File: config.mk
export PLATFORM = sky130hd
export DESIGN_NAME = periph_fabric_top
export DESIGN_NICKNAME = d
export VERILOG_FILES = /design/src/hw/periph_bus_pkg.sv /design/src/hw/periph_addr_decode.sv /design/src/hw/periph_read_buffer.sv /design/src/hw/gpio_config.sv /design/src/hw/pin_func_mux.sv /design/src/hw/periph_fabric_top.sv
export SDC_FILE = /design/constraint.sdc
export NUM_CORES = 1
export LEC_CHECK = 0
export BUFFER_PORTS_ARGS = -buffer_cell sky130_fd_sc_hd__buf_2
export CORE_MARGIN = 5
export CORE_UTILIZATION = 40
export CTS_BUF_LIST = sky130_fd_sc_hd__clkbuf_2
export DETAILED_ROUTE_END_ITERATION = 10
export HOLD_SLACK_MARGIN = 0.02
export PLACE_DENSITY = 0.82
export SLEW_MARGIN = 0
export SYNTH_ARGS = -nofsm -noshare
export SYNTH_HDL_FRONTEND = slang
export SYNTH_SLANG_ARGS = --single-unit
File: constraint.sdc
create_clock -name clk -period 8.1 [get_ports clk]
set_input_delay 0.405 -clock clk [delete_from_list [all_inputs] [get_ports clk]]
set_output_delay 0.405 -clock clk [all_outputs]
set_load 0.1 [all_outputs]
File: src/hw/periph_bus_pkg.sv
package periph_bus_pkg;

    // Core request codes, active low
    localparam logic [1:0] req_none = 2'b11;
    localparam logic [1:0] req_byte = 2'b00;
    localparam logic [1:0] req_half = 2'b01;
    localparam logic [1:0] req_word = 2'b10;

    // Populated slots, anything above reads as empty
    localparam int n_user_slots        = 4;
    localparam int n_simple_slots      = 4;
    localparam int gpio_slot           = 1;
    localparam int first_ext_user_slot = 2;
    localparam int n_ext_user_slots    = n_user_slots - first_ext_user_slot;

    // Pin function select encoding
    localparam int         fsel_simple_bit = 4;     // Set for the byte slot region
    localparam logic [4:0] fsel_reset_uart = 5'd2;  // Pins 0 and 1
    localparam logic [4:0] fsel_reset_gpio = 5'd1;  // Pins 2 to 7

    // GPIO register map
    localparam logic [5:0] gpio_reg_out   = 6'h00;
    localparam logic [5:0] gpio_reg_in    = 6'h04;
    localparam logic [5:0] gpio_reg_audio = 6'h10;
    localparam logic [5:0] gpio_fsel_base = 6'h20;  // One word per pin up to 0x3C

    // Peripheral address, decoded as a full slot or a byte slot
    typedef union packed {
        struct packed {
            logic       region;   // 0 here
            logic [3:0] slot;
            logic [5:0] reg_off;
        } user;
        struct packed {
            logic       region;   // 1 here
            logic [1:0] spare;
            logic [3:0] slot;
            logic [3:0] reg_off;
        } simple;
    } periph_addr_t;

endpackage

File: src/hw/periph_addr_decode.sv
`timescale 1ns/1ps

module periph_addr_decode import periph_bus_pkg::*; (
    input  periph_addr_t                         i_addr,
    input  logic [1:0]                           i_write_n,
    input  logic [1:0]                           i_read_n_masked,
    input  logic [31:0]                          i_gpio_rdata,
    input  logic [n_ext_user_slots-1:0][31:0]    i_user_rdata,
    input  logic [n_ext_user_slots-1:0]          i_user_ready,
    input  logic [n_simple_slots-1:0][7:0]       i_simple_rdata,
    output logic                                 o_gpio_sel,
    output logic                                 o_gpio_write,
    output logic [n_ext_user_slots-1:0][1:0]     o_user_write_n,
    output logic [n_ext_user_slots-1:0][1:0]     o_user_read_n,
    output logic [n_simple_slots-1:0]            o_simple_write,
    output logic [31:0]                          o_sel_rdata,
    output logic                                 o_sel_ready
);

    logic                         write_req;
    logic [n_ext_user_slots-1:0]  ext_sel;
    logic [n_simple_slots-1:0]    simple_sel;

    assign write_req = i_write_n != req_none;

    always_comb begin
        o_gpio_sel  = 1'b0;
        ext_sel     = '0;
        simple_sel  = '0;
        o_sel_rdata = '0;
        o_sel_ready = 1'b1;   // Reserved and empty slots answer zero at once

        if (i_addr.simple.region) begin
            // Byte slots are always ready
            for (int s = 0; s < n_simple_slots; s++) begin
                if (i_addr.simple.slot == 4'(s)) begin
                    simple_sel[s] = 1'b1;
                    o_sel_rdata   = {24'h0, i_simple_rdata[s]};
                end
            end
        end else begin
            if (i_addr.user.slot == 4'(gpio_slot)) begin
                o_gpio_sel  = 1'b1;
                o_sel_rdata = i_gpio_rdata;
            end
            for (int s = 0; s < n_ext_user_slots; s++) begin
                if (i_addr.user.slot == 4'(first_ext_user_slot + s)) begin
                    ext_sel[s]  = 1'b1;
                    o_sel_rdata = i_user_rdata[s];
                    o_sel_ready = i_user_ready[s];   // External latency varies
                end
            end
        end
    end

    // Unselected slots only ever see req_none
    always_comb begin
        for (int s = 0; s < n_ext_user_slots; s++) begin
            o_user_write_n[s] = ext_sel[s] ? i_write_n : req_none;
            o_user_read_n[s]  = ext_sel[s] ? i_read_n_masked : req_none;
        end
    end

    assign o_gpio_write   = o_gpio_sel & write_req;
    assign o_simple_write = simple_sel & {n_simple_slots{write_req}};

    always_comb begin
        assert final ($onehot0({o_gpio_sel, ext_sel, simple_sel}))
            else $error("More than one peripheral slot selected");
    end

endmodule

File: src/hw/periph_read_buffer.sv
`timescale 1ns/1ps

module periph_read_buffer import periph_bus_pkg::*; (
    input  logic        clk,
    input  logic        rst_n,
    input  logic [1:0]  i_read_n,
    input  logic [1:0]  i_write_n,
    input  logic [31:0] i_sel_rdata,
    input  logic        i_sel_ready,
    input  logic        i_read_complete,
    output logic [1:0]  o_read_n_masked,
    output logic [31:0] o_rdata,
    output logic        o_data_ready
);

    logic read_req;
    logic capture;
    logic hold;      // Result owned by the core until read complete
    logic ready_r;

    assign read_req = i_read_n != req_none;
    assign capture  = !hold && read_req && i_sel_ready;

    // No second read reaches the slot while the result is presented
    assign o_read_n_masked = i_read_n | {2{ready_r}};

    always_ff @(posedge clk) begin
        if (!rst_n) begin
            hold    <= 1'b0;
            ready_r <= 1'b0;
        end else begin
            if (i_read_complete)
                hold <= 1'b0;
            if (capture)
                hold <= 1'b1;   // Wins over a complete in the same cycle
            ready_r <= read_req && i_sel_ready;
        end
    end

    always_ff @(posedge clk) begin
        if (capture)
            o_rdata <= i_sel_rdata;
    end

    // Writes finish in the cycle they are issued
    assign o_data_ready = ready_r || (i_write_n != req_none);

    // A captured result must come from a read that the slot actually saw
    hold_needs_read: assert property (@(posedge clk) disable iff (!rst_n)
        $rose(hold) |-> $past((o_read_n_masked != req_none) && i_sel_ready))
        else $error("Read result captured without a read request");

endmodule

File: src/hw/gpio_config.sv
`timescale 1ns/1ps

module gpio_config import periph_bus_pkg::*; (
    input  logic            clk,
    input  logic            rst_n,
    input  logic            i_sel,
    input  logic            i_write,
    input  logic [5:0]      i_reg,
    input  logic [31:0]     i_wdata,
    input  logic [7:0]      i_ui_in,
    output logic [7:0]      o_gpio_out,
    output logic [7:0][4:0] o_pin_fsel,
    output logic [2:0]      o_audio_fsel,
    output logic [31:0]     o_rdata
);

    logic       fsel_hit;
    logic [2:0] fsel_idx;

    // Word aligned offsets from 0x20 up hold the pin selects
    assign fsel_hit = (i_reg[1:0] == 2'b00) && (i_reg >= gpio_fsel_base);
    assign fsel_idx = i_reg[4:2];

    always_ff @(posedge clk) begin
        if (!rst_n) begin
            o_gpio_out   <= '0;
            o_audio_fsel <= '0;
            for (int p = 0; p < 8; p++) begin
                // Pins 0 and 1 start on the UART slot
                o_pin_fsel[p] <= (p < 2) ? fsel_reset_uart : fsel_reset_gpio;
            end
        end else if (i_write) begin
            if (i_reg == gpio_reg_out)
                o_gpio_out <= i_wdata[7:0];
            if (i_reg == gpio_reg_audio)
                o_audio_fsel <= i_wdata[2:0];
            if (fsel_hit)
                o_pin_fsel[fsel_idx] <= i_wdata[4:0];
        end
    end

    // Readback, zero for unknown offsets
    always_comb begin
        o_rdata = '0;
        if (i_sel) begin
            if (i_reg == gpio_reg_out)
                o_rdata[7:0] = o_gpio_out;
            else if (i_reg == gpio_reg_in)
                o_rdata[7:0] = i_ui_in;      // Synchronized input pins
            else if (i_reg == gpio_reg_audio)
                o_rdata[2:0] = o_audio_fsel;
            else if (fsel_hit)
                o_rdata[4:0] = o_pin_fsel[fsel_idx];
        end
    end

endmodule

File: src/hw/pin_func_mux.sv
`timescale 1ns/1ps

module pin_func_mux import periph_bus_pkg::*; (
    input  logic                                clk,
    input  logic [7:0][4:0]                     i_pin_fsel,
    input  logic [2:0]                          i_audio_fsel,
    input  logic [7:0]                          i_gpio_out,
    input  logic [n_ext_user_slots-1:0][7:0]    i_user_uo,
    input  logic [n_simple_slots-1:0][7:0]      i_simple_uo,
    output logic [7:0]                          o_uo_out,
    output logic                                o_audio,
    output logic                                o_audio_select
);

    for (genvar p = 0; p < 8; p++) begin : g_pin
        logic [3:0] slot;

        assign slot = i_pin_fsel[p][3:0];

        // Each pin takes only its own bit of the chosen slot
        always_comb begin
            o_uo_out[p] = 1'b0;   // Unpopulated slot
            if (i_pin_fsel[p][fsel_simple_bit]) begin
                for (int s = 0; s < n_simple_slots; s++) begin
                    if (slot == 4'(s))
                        o_uo_out[p] = i_simple_uo[s][p];
                end
            end else begin
                if (slot == 4'(gpio_slot))
                    o_uo_out[p] = i_gpio_out[p];
                for (int s = 0; s < n_ext_user_slots; s++) begin
                    if (slot == 4'(first_ext_user_slot + s))
                        o_uo_out[p] = i_user_uo[s][p];
                end
            end
        end
    end

    // Audio bit from a fixed set of source pins
    always_ff @(posedge clk) begin
        case (i_audio_fsel[1:0])
            2'd0:    o_audio <= i_user_uo[0][7];     // User slot 2
            2'd1:    o_audio <= i_user_uo[0][6];     // User slot 2
            2'd2:    o_audio <= i_simple_uo[2][7];
            default: o_audio <= i_simple_uo[3][7];
        endcase
    end

    assign o_audio_select = i_audio_fsel[2];

endmodule

File: src/hw/periph_fabric_top.sv
`timescale 1ns/1ps

module periph_fabric_top import periph_bus_pkg::*; (
    input  logic                                clk,
    input  logic                                rst_n,

    // Core side
    input  periph_addr_t                        i_addr,
    input  logic [31:0]                         i_wdata,
    input  logic [1:0]                          i_write_n,
    input  logic [1:0]                          i_read_n,
    output logic [31:0]                         o_rdata,
    output logic                                o_data_ready,
    input  logic                                i_read_complete,

    // Pins
    input  logic [7:0]                          i_ui_in,
    output logic [7:0]                          o_uo_out,
    output logic                                o_audio,
    output logic                                o_audio_select,

    // Shared to all slots
    output logic [5:0]                          o_slot_reg,
    output logic [31:0]                         o_slot_wdata,

    // External full slots, user 2 and 3
    output logic [n_ext_user_slots-1:0][1:0]    o_user_write_n,
    output logic [n_ext_user_slots-1:0][1:0]    o_user_read_n,
    input  logic [n_ext_user_slots-1:0][31:0]   i_user_rdata,
    input  logic [n_ext_user_slots-1:0]         i_user_ready,
    input  logic [n_ext_user_slots-1:0][7:0]    i_user_uo,

    // Byte slots 0 to 3
    output logic [n_simple_slots-1:0]           o_simple_write,
    input  logic [n_simple_slots-1:0][7:0]      i_simple_rdata,
    input  logic [n_simple_slots-1:0][7:0]      i_simple_uo
);

    logic [1:0]      read_n_masked;
    logic            gpio_sel;
    logic            gpio_write;
    logic [31:0]     gpio_rdata;
    logic [31:0]     sel_rdata;
    logic            sel_ready;
    logic [7:0]      gpio_out;
    logic [7:0][4:0] pin_fsel;
    logic [2:0]      audio_fsel;

    assign o_slot_reg   = i_addr.user.reg_off;   // Byte slots use the low 4 bits
    assign o_slot_wdata = i_wdata;

    periph_addr_decode i_decode (
        .i_addr          (i_addr),
        .i_write_n       (i_write_n),
        .i_read_n_masked (read_n_masked),
        .i_gpio_rdata    (gpio_rdata),
        .i_user_rdata    (i_user_rdata),
        .i_user_ready    (i_user_ready),
        .i_simple_rdata  (i_simple_rdata),
        .o_gpio_sel      (gpio_sel),
        .o_gpio_write    (gpio_write),
        .o_user_write_n  (o_user_write_n),
        .o_user_read_n   (o_user_read_n),
        .o_simple_write  (o_simple_write),
        .o_sel_rdata     (sel_rdata),
        .o_sel_ready     (sel_ready)
    );

    periph_read_buffer i_read_buffer (
        .clk             (clk),
        .rst_n           (rst_n),
        .i_read_n        (i_read_n),
        .i_write_n       (i_write_n),
        .i_sel_rdata     (sel_rdata),
        .i_sel_ready     (sel_ready),
        .i_read_complete (i_read_complete),
        .o_read_n_masked (read_n_masked),
        .o_rdata         (o_rdata),
        .o_data_ready    (o_data_ready)
    );

    gpio_config i_gpio (
        .clk          (clk),
        .rst_n        (rst_n),
        .i_sel        (gpio_sel),
        .i_write      (gpio_write),
        .i_reg        (i_addr.user.reg_off),
        .i_wdata      (i_wdata),
        .i_ui_in      (i_ui_in),
        .o_gpio_out   (gpio_out),
        .o_pin_fsel   (pin_fsel),
        .o_audio_fsel (audio_fsel),
        .o_rdata      (gpio_rdata)
    );

    pin_func_mux i_pin_mux (
        .clk            (clk),
        .i_pin_fsel     (pin_fsel),
        .i_audio_fsel   (audio_fsel),
        .i_gpio_out     (gpio_out),
        .i_user_uo      (i_user_uo),
        .i_simple_uo    (i_simple_uo),
        .o_uo_out       (o_uo_out),
        .o_audio        (o_audio),
        .o_audio_select (o_audio_select)
    );

endmodule

Word level (Yosys, flattened, before mapping)
Cells that the tools add are included.
Operators by class
  magnitude comparators: 3
  equal/unequal tests: 36
  mux-type cells: 104
  bitwise operators: 3
  reductions and logical operators: 23
Operator list (number)
  2-to-1 mux 32 bit: 3
  equality test 4 x 2 -> 1 bit, second input constant: 20
  2-to-1 mux 1 bit: 77
  2-to-1 mux 8 bit: 7
  bitwise mux 40 bit: 1
  equality test 4 x 1 -> 1 bit, second input constant: 10
  logical NOT 4 bit: 9
  2-to-1 mux 5 bit: 4
  binary-select mux 5 bit (select 3 bit): 1
  demux 5 bit (select 3 bit): 1
  2-to-1 mux 2 bit: 6
  equality test 6 x 3 -> 1 bit, second input constant: 1
  equality test 6 x 5 -> 1 bit, second input constant: 1
  >= comparator 6 bit, second input constant: 1
  logical NOT 6 bit: 1
  2-to-1 mux 3 bit: 2
  AND reduction 2 bit: 3
  logical AND 1 bit: 5
  AND 4 bit: 1
  logical NOT 2 bit: 2
  < comparator 3 x 4 -> 1 bit, second input constant: 1
  2-to-1 mux 4 bit: 1
  inequality test 2 bit, second input constant: 2
  >= comparator 3 x 1 -> 1 bit, second input constant: 1
  8 further kinds: 8
Word-level totals
  register bits after elaboration: 86
  bits of input ports: 204
  output and inout bits: 93

Depth between registers and ports, before layout
  depth after elaboration: 11
  depth in mapped cells: 8

Modules after synthesis
A second synthesis with hierarchy kept.
Unflattened totals
  cells, all modules: 603
  area total of the unflattened synthesis: 5940.7 sq um
Modules (own cells, without submodules)
  gpio_config: instances 1, cells an instance 280, area an instance 2750.1 sq um, seq. area each 1021.0 sq um
  periph_addr_decode: instances 1, cells an instance 184, area an instance 1242.4 sq um, seq. area each 0.0 sq um
  periph_read_buffer: instances 1, cells an instance 43, area an instance 1059.8 sq um, seq. area each 1001.0 sq um
  pin_func_mux: instances 1, cells an instance 58, area an instance 603.1 sq um, seq. area each 20.0 sq um
  periph_fabric_top: instances 1, cells an instance 38, area an instance 285.3 sq um, seq. area each 0.0 sq um

Worst setup path before layout
Ideal clock, no wire load.
  kind: input -> output
  start: input port i_addr[10] (netlist name)
  end: output port o_simple_write[0]
  arrival: 3.465 ns
  required time: 7.695 ns
  setup slack: 4.230 ns
  stages on the path: 5
  path through: clkbuf_1 buf_1 clkbuf_1 nand3_1 nor3_1
Between the ends
  word-level cells in the longest chain between the ends: 2
RTL lines
  start: declaration: RTL line periph_fabric_top.sv:8  | input periph_addr_t i_addr,
  2-to-1 mux 4 bit: RTL line periph_addr_decode.sv:33  | if (i_addr.simple.region) begin
  AND 4 bit: RTL line periph_addr_decode.sv:65  | assign o_simple_write = simple_sel & {n_simple_slots{write_req}};
  end: declaration: RTL line periph_fabric_top.sv:34  | output logic [n_simple_slots-1:0] o_simple_write,
Every way passes these cells.

==> impl_summary.md <==
Finish
The share of the core filled with cells in the final layout is 49.5%. After the flow finishes, the layout carries non-filler instances totaling approximately 900. The fraction of layout instances using a drive strength above 1 is a little over two fifths. After the last flow step, the layout net total stands at ~910. Compared with the post-synthesis result, the final layout area differs by 22.4%.

Drt
In the routed layout, each cell is associated on average with a via count of ~5.4. The routed via count is ~4800. For this run, design rule violations remaining after detail routing come to 0. The final layout contains routed wiring with a total length of 17.3 mm.

In the final routed layout, each cell accounts on average for 19.6 um. Once detail routing completed, the nets flagged for antenna violations numbered 0. The number of violations reported at the end of detailed-routing iteration 0 is between 300 and 400. The first-pass iteration count of the detailed router is 5.

Clock network
The number of clock sinks is 86. The insertion delay to the later sink of the worst-skew pair is 0.54 ns. The total of cells resized after clock tree synthesis is 0. TritonCTS built the clock tree. After clock tree synthesis, the flow added hold-fix buffers numbering 0.

CTS built an H-tree with a depth of 3. The clock slew seen by the registers of the worst setup and hold paths is 0.24 ns. The tree is rooted in a sky130_fd_sc_hd__clkbuf_2. The maximum number of buffers from clock root to sink is 2. The number of buffers created by CTS is 9. Once the clock tree was built, the setup fixing pass inserted 0 buffers.

Pwr
The total power divided by cell area is 153 nW/um^2. The total leakage power is around 2.7 nW. The maximum VDD drop is between 0.00006 and 0.00007 V.

Yosys
The flip-flop and latch count after synthesis is 86. The gate count of the mapped netlist is roughly 520. After synthesis, the share of flip-flops with an asynchronous set or reset is 0%. Summing the sequential cell areas from Yosys gives between 40% and 50% of the chip area. The cell area after synthesis is 5040 sq um. Counting flops with a built-in enable in the synthesized netlist gives 32. The flip-flop cell with the highest count after synthesis is sky130_fd_sc_hd__dfxtp_1. The count of unique library cells instantiated by Yosys is 42. The net count after synthesis is 721.

The number of warnings reported in the yosys synthesis log is 0. The average instance area after synthesis is a little under 10 sq um.

Global route
The number of global-route vias before repair is between 4000 and 5000. The overall global routing resource usage is approximately 22%. The largest net degree at the start of global routing is between 60 and 70.

The global-route wire length before repair is roughly 25 mm. The number of antenna violations at the first check in global routing came to 1. The total overflow left after global routing is 0.

Floorplanning
After floorplanning, the core was sized to cover 12500 sq um. The overall die height is between 100 and 150 um. The initialized floorplan defines 41 standard-cell rows. The floorplan step set the die width to approximately 120 um. The die footprint is between 10000 and 15000 sq um. Pin placement for this block handled 297 I/O pins. Once the floorplan was initialized, standard cells occupied between 40% and 50% of the core.

Critical path
The endpoint identified for the worst register-to-register timing path is i_read_buffer.o_rdata[0]. The type of the worst setup path is in2out. In this design, the stage delay of the slowest critical-path cell is ~0.90 ns. The slowest cell on the critical path is sky130_fd_sc_hd__nor2_2. The startpoint type of the worst setup path is an input pin.

The largest fanout on the critical path is 26. The depth of the worst register-to-register path is 5. Traced cell by cell, the critical path runs through buf_2 > or4bb_1 > nor2_2 > nand2_1 > buf_2.

The required time reported for the critical path endpoint is between 7 and 8 ns. The critical path endpoint category is an output port. Counting stages on the worst path, the most repeated cell is sky130_fd_sc_hd__buf_2.

STA puts the critical path data arrival time at 2.66 ns. For flop-to-flop paths, the worst setup slack is 6.62 ns. The startpoint identified for the worst register-to-register timing path is i_gpio.o_pin_fsel[25].

STA
Between clock sinks in the finished design, the worst skew comes to between 0.02 and 0.03 ns. Timing would allow up to 326 MHz. The max-slew violation total from the final report is 0.

The worst relative slew slack is around 28%. The worst hold slack is roughly 0.11 ns. The setup slack of the critical path after layout is approximately 5.0 ns. In the finished design, the share of the clock period the worst path needs comes to 37.9%. Setup repair after global routing left no endpoint under its margin. The time the final worst path needs with I/O delays and setup is a little over 3 ns. The slew at the pin closest to its max-slew limit is between 1 and 1.5 ns. The final sum of negative setup slack is 0 ns.

The final hold violation count is 0. Setup violations remaining at the end of the flow were counted as 0.

Place
The final weighted congestion in routability-driven placement is 0.857. The count of port buffers added during placement is between 200 and 250. The cell count after placement is 865. The detailed-placement wirelength estimate is approximately 14 mm. OpenSTA, run right after detailed placement, puts the worst setup slack at between 5 and 6 ns.

Hold path
For hold timing, the worst endpoint is i_gpio.o_gpio_out[7]. The instance count along the most critical hold path is 3. In this run the most critical hold path is launched from i_wdata[7]. The path class of the lowest-slack min-delay path is in2reg.

Status
The run finished with clean final reports.

Job
The number of max-cap violations is 0.
cell usage after synthesis, drive strengths merged, types with 14 or more instances:
cell type | count | area [sq um]
a211oi | 17 | 128
a21oi | 21 | 105
a22o | 27 | 236
buf | 55 | 379
clkbuf | 19 | 71.3
dfxtp | 54 | 1080
edfxtp | 32 | 961
mux2i | 45 | 450
mux4 | 17 | 383
nand2 | 48 | 180
nand3 | 43 | 240
nor2 | 28 | 108
nor3 | 14 | 70.1
o21ai | 45 | 225
cell type report:
cell class                      count  area [sq um]
Multi-Input combinational cell    353          2550
Antenna cell                        1          2.50
Sequential cell                    86          2040
Timing Repair Buffer              250          1260
Fill cell                        1235          6300
Clock inverter                      6          38.8
Inverter                            4          15.0
Tap cell                          172           215
Clock buffer                       10          50.0
cells by family after synthesis:
kind of cell	after synthesis	synth area share [%]
AO/OA/AOI/OAI	125	16.3
buffers and inverters	78	9.24
flip-flops	86	40.5
multiplexers	64	17.0
AND/OR/NAND/NOR	164	17.0
layer usage:
| layer | vias to the layer above | track usage [%] | part of all wire (%) |
|---|---|---|---|
| li1 | 2271 | - | - |
| met1 | 2256 | 25.5 | 36 |
| met2 | 227 | 40.3 | 53 |
| met3 | 23 | 5.12 | 10 |
| met4 | 0 | 5.46 | 0.91 |
| met5 | - | 0 | 0 |
worst max-delay path: cells and delay by family:
family / cells / cell delay [ns]
buf+inv: 2 / 0.52
simple gates: 3 / 1.72
power by group:
group	leakage [nW]	switching, mW	internal (mW)	total, mW
logic	1.88	0.214	0.0679	0.282
clock network	0.0593	0.150	0.0408	0.191
registers	0.768	0.00502	0.467	0.472
total	2.71	0.369	0.576	0.945
through the flow:
step / area [sq um] / power, mW
2_1_floorplan: 5040 / 0.742
3_3_place_gp: 6080 / 0.761
3_5_place_dp: 6080 / 0.763
4_1_cts: 6160 / 0.952
5_1_grt: 6170 / 0.982
6_report: 6170 / 0.945
placed cells by master, fill, tap and decap left out, types with 3 or more instances in the layout:
master	n
sky130_fd_sc_hd__nor3_1	14
sky130_fd_sc_hd__mux4_2	17
sky130_fd_sc_hd__nand3_1	38
sky130_fd_sc_hd__o21a_1	4
sky130_fd_sc_hd__and3b_1	4
sky130_fd_sc_hd__mux2i_1	45
sky130_fd_sc_hd__inv_1	4
sky130_fd_sc_hd__nor2b_1	3
sky130_fd_sc_hd__a32o_1	5
sky130_fd_sc_hd__or3_1	3
sky130_fd_sc_hd__o21ai_0	44
sky130_fd_sc_hd__a21oi_1	21
sky130_fd_sc_hd__nor2_1	25
sky130_fd_sc_hd__edfxtp_1	32
sky130_fd_sc_hd__buf_2	248
sky130_fd_sc_hd__a22o_1	27
sky130_fd_sc_hd__dfxtp_1	54
sky130_fd_sc_hd__a211oi_1	17
sky130_fd_sc_hd__nand2_1	48
sky130_fd_sc_hd__nand3_2	5
sky130_fd_sc_hd__clkbuf_2	10
sky130_fd_sc_hd__a22oi_1	5
sky130_fd_sc_hd__nand4_1	5
how the worst max path moves through the flow:
stage,cells after the start,startpoint,slack (ns),to
2_1_floorplan,5,i_addr[10],4.23,o_simple_write[0]
3_3_place_gp,5,i_addr[6],5.09,o_user_read_n[3]
3_5_place_dp,5,i_addr[6],5.08,o_user_read_n[2]
4_1_cts,5,i_addr[6],5.07,o_user_read_n[3]
5_1_grt,5,i_addr[6],4.87,o_user_read_n[2]
6_report,5,i_addr[6],5.03,o_user_read_n[2]
sequential cells by signal, indices dropped and copies added (netlist names):
name,cells
i_gpio.o_audio_fsel,3
i_read_buffer.hold,1
i_gpio.o_gpio_out,8
i_pin_mux.o_audio,1
i_read_buffer.ready_r,1
i_gpio.o_pin_fsel,40
i_read_buffer.o_rdata,32
Note: power is estimated with default switching activity, not from simulation.
